$ cat config.mk
export PLATFORM = sky130hd
export DESIGN_NAME = lane_adder
export DESIGN_NICKNAME = d
export VERILOG_FILES = /design/src/hw/simd_alu_pkg.sv /design/src/hw/lane_adder.sv
export VERILOG_INCLUDE_DIRS = /design/src /design/src/hw
export SDC_FILE = /design/constraint.sdc
export NUM_CORES = 1
export LEC_CHECK = 0
export BUFFER_PORTS_ARGS = -buffer_cell sky130_fd_sc_hd__buf_2
export CAP_MARGIN = 0
export CORE_ASPECT_RATIO = 1.4
export CORE_UTILIZATION = 30
export DETAILED_ROUTE_END_ITERATION = 16
export SETUP_SLACK_MARGIN = 0.3
export SYNTH_ARGS = -nofsm -noshare
export SYNTH_HDL_FRONTEND = slang
export SYNTH_SLANG_ARGS = --single-unit
$ cat constraint.sdc
create_clock -name vclk -period 7.7
set_input_delay 1.155 -clock vclk [all_inputs]
set_output_delay 1.155 -clock vclk [all_outputs]
set_load 0.02 [all_outputs]
$ cat src/hw/simd_alu_settings.svh
`ifndef SIMD_ALU_SETTINGS_SVH
`define SIMD_ALU_SETTINGS_SVH

`define SIMD_WORD_BITS 64

// Major opcode, instruction bits 0 to 5
`define OPC_R_ALU     6'b101010
`define OPC_LOAD      6'b100000
`define OPC_STORE     6'b100001
`define OPC_BRANCH_EZ 6'b100010
`define OPC_BRANCH_NZ 6'b100011
`define OPC_NOP       6'b111100

// R-type function field
`define FN_VNOP   6'b000000
`define FN_VAND   6'b000001
`define FN_VOR    6'b000010
`define FN_VXOR   6'b000011
`define FN_VNOT   6'b000100
`define FN_VMOV   6'b000101
`define FN_VADD   6'b000110
`define FN_VSUB   6'b000111
`define FN_VMULEU 6'b001000
`define FN_VMULOU 6'b001001
`define FN_VSLL   6'b001010
`define FN_VSRL   6'b001011
`define FN_VSRA   6'b001100
`define FN_VRTTH  6'b001101
`define FN_VDIV   6'b001110
`define FN_VMOD   6'b001111
`define FN_VSQEU  6'b010000
`define FN_VSQOU  6'b010001
`define FN_VSQRT  6'b010010

// Lane width field
`define WW_8  2'b00
`define WW_16 2'b01
`define WW_32 2'b10
`define WW_64 2'b11

`endif
$ cat src/hw/simd_alu_pkg.sv
`include "simd_alu_settings.svh"

package simd_alu_pkg;

	// One operand word with lane 0 in the most significant bits
	typedef union packed {
		logic [`SIMD_WORD_BITS-1:0] d;
		logic [0:`SIMD_WORD_BITS/32-1][31:0] w;
		logic [0:`SIMD_WORD_BITS/16-1][15:0] h;
		logic [0:`SIMD_WORD_BITS/8-1][7:0] b;
	} simd_word_t;

	typedef enum logic [1:0] {
		WIDTH_8 = `WW_8,
		WIDTH_16 = `WW_16,
		WIDTH_32 = `WW_32,
		WIDTH_64 = `WW_64
	} lane_width_t;

	typedef enum logic [5:0] {
		VNOP = `FN_VNOP,
		VAND = `FN_VAND,
		VOR = `FN_VOR,
		VXOR = `FN_VXOR,
		VNOT = `FN_VNOT,
		VMOV = `FN_VMOV,
		VADD = `FN_VADD,
		VSUB = `FN_VSUB,
		VMULEU = `FN_VMULEU,
		VMULOU = `FN_VMULOU,
		VSLL = `FN_VSLL,
		VSRL = `FN_VSRL,
		VSRA = `FN_VSRA,
		VRTTH = `FN_VRTTH,
		VDIV = `FN_VDIV,
		VMOD = `FN_VMOD,
		VSQEU = `FN_VSQEU,
		VSQOU = `FN_VSQOU,
		VSQRT = `FN_VSQRT
	} alu_func_t;

	// Opcode first, as in the instruction word
	typedef struct packed {
		logic [5:0] opcode;
		alu_func_t func;
		lane_width_t width;
	} alu_instr_t;

	typedef enum logic [1:0] {
		SLL = 2'd0,
		SRL = 2'd1,
		SRA = 2'd2,
		ROT_HALF = 2'd3
	} shift_op_t;

endpackage

$ cat src/hw/lane_adder.sv
`timescale 1ns/1ps

module lane_adder (
	input simd_alu_pkg::simd_word_t a,
	input simd_alu_pkg::simd_word_t b,
	input simd_alu_pkg::lane_width_t width,
	input logic subtract,
	output simd_alu_pkg::simd_word_t result
);

	import simd_alu_pkg::*;

	simd_word_t b_eff;

	// Subtract as a + ~b + 1 with a carry in to every lane
	assign b_eff.d = subtract ? ~b.d : b.d;

	always_comb begin
		result = '0;
		case (width)
			WIDTH_8: begin
				for (int i = 0; i < 8; i++) begin
					result.b[i] = a.b[i] + b_eff.b[i] + 8'(subtract);
				end
			end
			WIDTH_16: begin
				for (int i = 0; i < 4; i++) begin
					result.h[i] = a.h[i] + b_eff.h[i] + 16'(subtract);
				end
			end
			WIDTH_32: begin
				for (int i = 0; i < 2; i++) begin
					result.w[i] = a.w[i] + b_eff.w[i] + 32'(subtract);
				end
			end
			WIDTH_64: begin
				result.d = a.d + b_eff.d + 64'(subtract);
			end
			default: begin
				result = '0;
			end
		endcase
	end

endmodule

Word level (Yosys, flattened, before mapping) --
Cells that the tools add are included. Widths: inputs -> output; s select.
Operators by class: $add $sub $neg 30, eq/ne operators 3, multiplexer cells 2, bitwise gates (word level) 1, reductions and logical operators 1
Operator list (count):
- $pmux 64 s4 | 1
- $add 16x1->16 | 4
- $add 16x16->16 | 4
- $add 32x1->32 | 2
- $add 32x32->32 | 2
- $add 64x1->64 | 1
- $add 64x64->64 | 1
- $add 8x1->8 | 8
- $add 8x8->8 | 8
- $mux 64 | 1
- $not 64->64 | 1
- $eq 2x2->1 const B | 2
- $eq 2x1->1 const B | 1
- $logic_not 2->1 | 1
Storage, ports and cells: flip-flop bits (word level) 0, input port bits 131, output and inout port bits 64, logic and storage cells 37

Depth between registers and ports, before layout --
Gate-level depths: netlist of the first run.
word-level depth 5, gate-level depth with buffers 16

Least setup slack after synthesis of the first run --
No wires, ideal clock.
kind input port to output port, from input port subtract, to output port result[50] (netlist bit), data arrival time 4636 ps, data required time 6545 ps, slack 1909 ps, stages on the path 15, cells stage by stage buf_2 buf_1 clkbuf_1 xor2_1 ha_1 buf_2 and4_1 nand2_1 or4_4 a31oi_4 o31ai_2 o31ai_2 nand3_1 a31oi_1 xor2_1
RTL lines:
- start, declared | RTL line lane_adder.sv:7 | input logic subtract,
- end, declared | RTL line lane_adder.sv:8 | output simd_alu_pkg::simd_word_t result

==> flow_summary.yaml, run 1 <==
synthesis:
  synth_top_area_cell: "ha_1"
  synthTopCellsByArea: "ha_1, xor2_1, a21oi_1"
  synth_cell_types: 68
  yosys.area.top_type_share_pct: 14.5
  synth_area_per_cell_sq_um: 6.50
  yosys_warnings: 0
  syn-instance-count: 970
  syn_nets: 1182
  syn_area_sq_mm: 0.00631
  seq_area_frac_synth_pct: 0
setup_path:
  start_kind: "input pin"
  cp.arrival_ns: 5.06
  critPathRequiredTime_ns: 6.55
  path_class: "input pin to primary output"
  endpoint_kind: "primary output"
  path_max_fanout: 52
timing:
  rsz0062_at_grt: "false"
  tns_ns: 0
  finalCritPeriodShare_pct: 80.7
  period_needed_ns: 6.21
  tightestPinTransition_ns: 0.890
  worst_slack_ns: 1.49
  report.final.slew_viol_count: 0
  timing.fmax_ghz: 0.161
  relSlewSlack_pct: 40.7
  holdWs_ns: 2.62
  final-setup-viol-count: 0
  hold_viol: 0
pwr:
  p_per_area_mw_per_mm2: 145
  switching_share_pct: 64.5
  p_leak_uw: 0.00331
  total_power_uw: 1080
  intPower_uw: 382
  p_switching_uw: 695
  power.clock.fraction_pct: 0
  seqPwrFrac_pct: 0
  irDropWorstVdd_uv: 88.9
  pwr-share-comb_pct: 100.0
cts:
  cts_hold_buffers: 0
  cts_resized: 0
  postCtsSetupRepairBufs: 0
global_route:
  grt_overflow: 0
  antenna_found_initial: 2
  track_usage_pct: 22.4
  grt_pass1_vias: 7739
  grt_max_degree: 61
  grt_pass1_wl_um: 39800
routing:
  postRouteWirelength_um: 25200
  antenna_left: 0
  first_iter_violations: 410
  wl_per_cell_um: 18.4
  vias: 7715
  drc_errors: 0
  via_per_inst: 5.64
  highest_layer: "met5"
  wl_met3_um: 1140
  met2_length_um: 13200
  drt_pass1_iterations: 5
  met1_length_um: 9460
die:
  die-area_sq_mm: 0.0216
  fp-row-count: 62
  io_pins: 195
  die_y_um: 174
  start_util_pct: 30.7
  die_w_um: 125
  core_sq_mm: 0.0206
place:
  gp_congestion: 0.953
  portBuffers: 195
  dpl.hpwl_um: 21100
  pre_cts_ws_ns: 1.50
job:
  maxCapViolations: 0
layout:
  design.seq.count: 0
  nClkBuffers: 0
  final_nets: 1326
  nFillCells: 2289
  drive_above_1_share_pct: 19.7
  syn_to_final_growth_pct: 17.7
  ff_latch_area_sq_um: 0
min_path:
  whs_endpoint: "result[0]"
  hold_path_class: "input pin to primary output"
  hold_path_depth: 3
  min_from: "a[0]"
status:
  status: "complete, no violations"
## layer usage
metal  GRT usage [%]  up-vias
li1                -     3820
met1            24.8     3545
met2            43.2      271
met3            1.20       77
met4            10.1        2
met5               0        -
## area by class of cell
type / instances / area (sq um) / area share (%)
Multi-Input combinational cell: 885 / 5970 / 80.4
Timing Repair Buffer: 200 / 1030 / 13.9
Inverter: 27 / 101 / 1.37
Antenna cell: 1 / 2.50 / 0.0337
Tap cell: 256 / 320 / 4.31
## cell usage after synthesis (all sizes together) (5+ instances only)
master  count
mux2i       9
o21bai      9
nor2       90
inv        25
ha         73
o22ai       5
a41oi       5
o21a       16
a21oi     126
nand2b      8
a21o       26
xor2       94
buf         8
nand2      94
o31ai       6
and2        8
nor3       18
xnor2      42
fa          8
a311oi      5
nand3      21
a31oi      27
a211oi      8
o21ai     103
clkbuf     50
o211ai      5
nand4      26
## worst max-delay path: stages
cell and delay [ns]:
buf_4 0.62, xor2_1 0.19, ha_1 0.39, a21oi_1 0.20, o21ai_0 0.25, a311oi_1 0.59, a31oi_4 0.17, o31ai_2 0.42
o21ai_1 0.18, a31oi_1 0.37, o21ai_1 0.12, xor2_1 0.17, buf_2 0.19
## power groups by stage
stage | combinational [uW] | sequential [uW] | clock (uW)
after global placement | 1070 | 0 | 0
after floorplan | 741 | 0 | 0
after global routing | 1170 | 0 | 0.0000174
after detailed placement | 1070 | 0 | 0
final | 1080 | 0 | 0.0000174
after CTS | 1070 | 0 | 0
## stage by stage
| step | instance area, sq um | std cells | utilization (%) |
|---|---|---|---|
| after floorplan | 6310 | 970 | - |
| after global placement | 7420 | 1368 | 36.1 |
| after detailed placement | 7420 | 1368 | 36.1 |
| after CTS | 7420 | 1368 | 36.1 |
| after global routing | 7420 | 1369 | 36.1 |
| final | 7420 | 1369 | 36.1 |
## kinds of logic (layout without fill, tap and decap cells)
kind of cell / after synthesis / in the layout / share of synthesized area (%)
buffers and inverters: 85 / 227 / 5.32
AOI/OAI and AO/OA: 369 / 369 / 35.9
xor gates and xnor gates: 136 / 136 / 18.9
other: 0 / 1 / 0
adders and majority gates: 82 / 82 / 17.2
and+or+nand+nor: 285 / 285 / 20.5
muxes: 13 / 13 / 2.20
## worst max-delay path by stage
stage	startpoint	to	slack (ns)
2_1_floorplan	subtract	result[50]	1.91
3_3_place_gp	subtract	result[61]	1.55
3_5_place_dp	subtract	result[61]	1.50
4_1_cts	subtract	result[61]	1.49
5_1_grt	subtract	result[61]	1.16
6_report	subtract	result[62]	1.49
## placed cells by master (no fill, tap or decap), drive strengths merged, types with 27 or more instances in the layout
cell   instances
a21oi        126
a31oi         27
buf          200
ha            73
nand2         94
nor2          90
o21ai        103
xnor2         42
xor2          94
(Power assumes the default switching activity.)
==> run 2: changes to the inputs <==
--- a/config.mk
+++ b/config.mk
@@ -6,6 +6,7 @@
 export SDC_FILE = /design/constraint.sdc
 export NUM_CORES = 1
 export LEC_CHECK = 0
+export ABC_AREA = 1
 export BUFFER_PORTS_ARGS = -buffer_cell sky130_fd_sc_hd__buf_2
 export CAP_MARGIN = 0
 export CORE_ASPECT_RATIO = 1.4
==> constraint.sdc (replaced) <==
create_clock -name vclk -period 5.8
set_input_delay 0.87 -clock vclk [all_inputs]
set_output_delay 0.87 -clock vclk [all_outputs]
set_load 0.02 [all_outputs]
==> run 2 against run 1 <==
Cell area rose by 35%. Sequential cell count did not move. Via count rose by 44%. Synthesized cell count rose by 77%. Worst setup slack got worse by 0.66 ns. Final cell count rose by 66%. Combinational power rose by 57%. Critical path type unchanged. Largest cell class unchanged. Largest power group unchanged.
==> flow_summary.yaml, run 2 <==
layout:
  design.seq.count: 0
  ff_latch_area_sq_um: 0
  nFillCells: 3319
  fin_util_pct: 35.4
  layout_commonest_cell: "nand2_1"
  diodes: 0
  syn_to_final_growth_pct: 16.2
  nClkBuffers: 0
  instances_no_fill: 2267
  multiInputGateArea_sq_mm: 0.00728
  drive_above_1_share_pct: 13.5
  final_cell_mix: "nand2_1, inv_1, buf_2, nand3_1, nor2_1"
  final_nets: 2106
die:
  start_util_pct: 30.5
  die_w_um: 145
  io_pins: 195
  fp-row-count: 73
  core_sq_mm: 0.0283
  die_y_um: 203
  die-area_sq_mm: 0.0294
place:
  gp_congestion: 1.01
  dpl.hpwl_um: 32700
  pre_cts_ws_ns: 0.886
  dp_cells: 2267
  portBuffers: 195
min_path:
  min_from: "a[0]"
  hold_path_class: "input pin to primary output"
pwr:
  total_power_uw: 1700
  p_leak_uw: 0.00590
  p_per_area_mw_per_mm2: 169
  irDropWorstVdd_uv: 90.0
cts:
  cts_hold_buffers: 0
  cts_resized: 0
  postCtsSetupRepairBufs: 0
synthesis:
  synthTopCellsByCount: "nand2_1, inv_1, nand3_1"
  synthTopCellsByArea: "nand2_1, inv_1, ha_1"
  syn_area_sq_mm: 0.00862
  syn-instance-count: 1715
  synth_top_family_by_area: "simple AND/OR/NAND/NOR gates"
  synthSimpleGateAreaFrac_pct: 45.9
  seq_area_frac_synth_pct: 0
  yosys_warnings: 0
  synth_top_area_cell: "nand2_1"
  synth_area_per_cell_sq_um: 5.03
  synthXorXnorAreaFrac_pct: 11.6
  synth_fa_ha_area_share_pct: 12.5
  synth_compound_area_share_pct: 13.9
  yosysMostFrequentCell: "nand2_1"
  synth_cell_types: 45
  synth_mux_area_share_pct: 0.464
  syn_nets: 1927
  yosys.area.top_type_share_pct: 26.6
timing:
  tightestPinTransition_ns: 0.858
  timing.fmax_ghz: 0.201
  final-setup-viol-count: 0
  rsz0062_at_grt: "false"
  tns_ns: 0
  relSlewSlack_pct: 42.8
  finalCritPeriodShare_pct: 85.7
  report.final.slew_viol_count: 0
  worst_slack_ns: 0.831
  period_needed_ns: 4.97
  hold_viol: 0
global_route:
  grt_use_met1_pct: 28.5
  busiest_layer: "met2"
  grt_pass1_wl_um: 56600
  track_usage_pct: 24.5
  grt_pass1_vias: 10500
  antenna_found_initial: 0
  gr-usage-met2_pct: 45.8
  grt_overflow: 0
  grt_max_degree: 53
  use_met3_pct: 2.04
setup_path:
  endpoint_kind: "primary output"
  cp_slowest_cell: "buf_4"
  start_kind: "input pin"
  endpoint: "result[45]"
  critPathLaunch: "subtract"
  path_max_fanout: 52
  crit_top_cell: "nand2_1"
  cpPeakStageDelay_ns: 0.63
  worstPathCellList: "buf_4, buf_4, xor2_1, ha_1, nand2_1, inv_1, nand2_1, nand2_1, inv_1, o21ai_0, a21oi_1, nand2_1, nand2_1, nand2_1, nand2_1, nand3_1, nand3_1, buf_2"
  path_class: "input pin to primary output"
  cp.arrival_ns: 4.10
  critPathRequiredTime_ns: 4.93
routing:
  postRouteWirelength_um: 37400
  drc_errors: 0
  vias: 11100
  drt_pass1_iterations: 6
  first_iter_violations: 720
  antenna_left: 0
  wl_per_cell_um: 16.5
  via_per_inst: 4.91
job:
  maxCapViolations: 0
status:
  status: "complete, no violations"
## run 2: cell types whose count changed in the layout (fill, tap and decap cells not counted), moves of 27 or more
cell / previous run / this run
nor2_1: 89 / 130
nand3_1: 21 / 141
a21oi_1: 125 / 98
nand2_1: 94 / 611
inv_1: 25 / 311
o21ai_0: 92 / 62
xnor2_1: 42 / 15
## run 2: worst min path at each step
stage                            to  slack (ns)  cells after the start
after floorplan           result[0]        1.86                      1
after global placement    result[0]        2.04                      3
after detailed placement  result[0]        2.04                      3
after CTS                 result[0]        2.04                      3
after global routing      result[0]        2.05                      3
final                     result[0]        2.04                      3
## run 2: cell type report
class / count / area share (%)
multi-input cells: 1365 / 72.7
repair buffers: 207 / 10.7
inverters: 320 / 12.0
well taps: 375 / 4.68
## run 2: routing by layer
layer  wire length [um]  part of all wire (%)
met2              18100                    48
met3               2350                   6.3
met4               1760                   4.7
met1              15200                    41
met5                  0                     0
## run 2: worst max-delay path: cells and delay by family
family / cells / cell delay (ns)
AO/OA/AOI/OAI: 2 / 0.39
adder cells (fa/ha/maj): 1 / 0.36
AND/OR/NAND/NOR: 9 / 0.88
buffers and inverters: 5 / 1.26
XOR/XNOR: 1 / 0.33
## run 2: logic make-up (layout without fill, tap and decap cells)
group                      after synthesis  after routing
buffers and inverters                  350            527
xor gates and xnor gates               114            114
and+or+nand+nor                        948            948
muxes                                    4              4
adders and majority gates               81             81
AOI/OAI and AO/OA                      218            218
## run 2: metrics by stage
stage | hold slack (ns) | instance area [sq um]
CTS | 2.04 | 10000
global placement | 2.04 | 10000
finish | 2.04 | 10000
detailed placement | 2.04 | 10000
global route | 2.05 | 10000
floorplan | 1.86 | 8620
## run 2: power breakdown
group          switching (uW)  total, uW  internal [uW]
registers                   0          0              0
logic                    1150       1700            545
clock network               0          0              0
total                    1150       1700            545
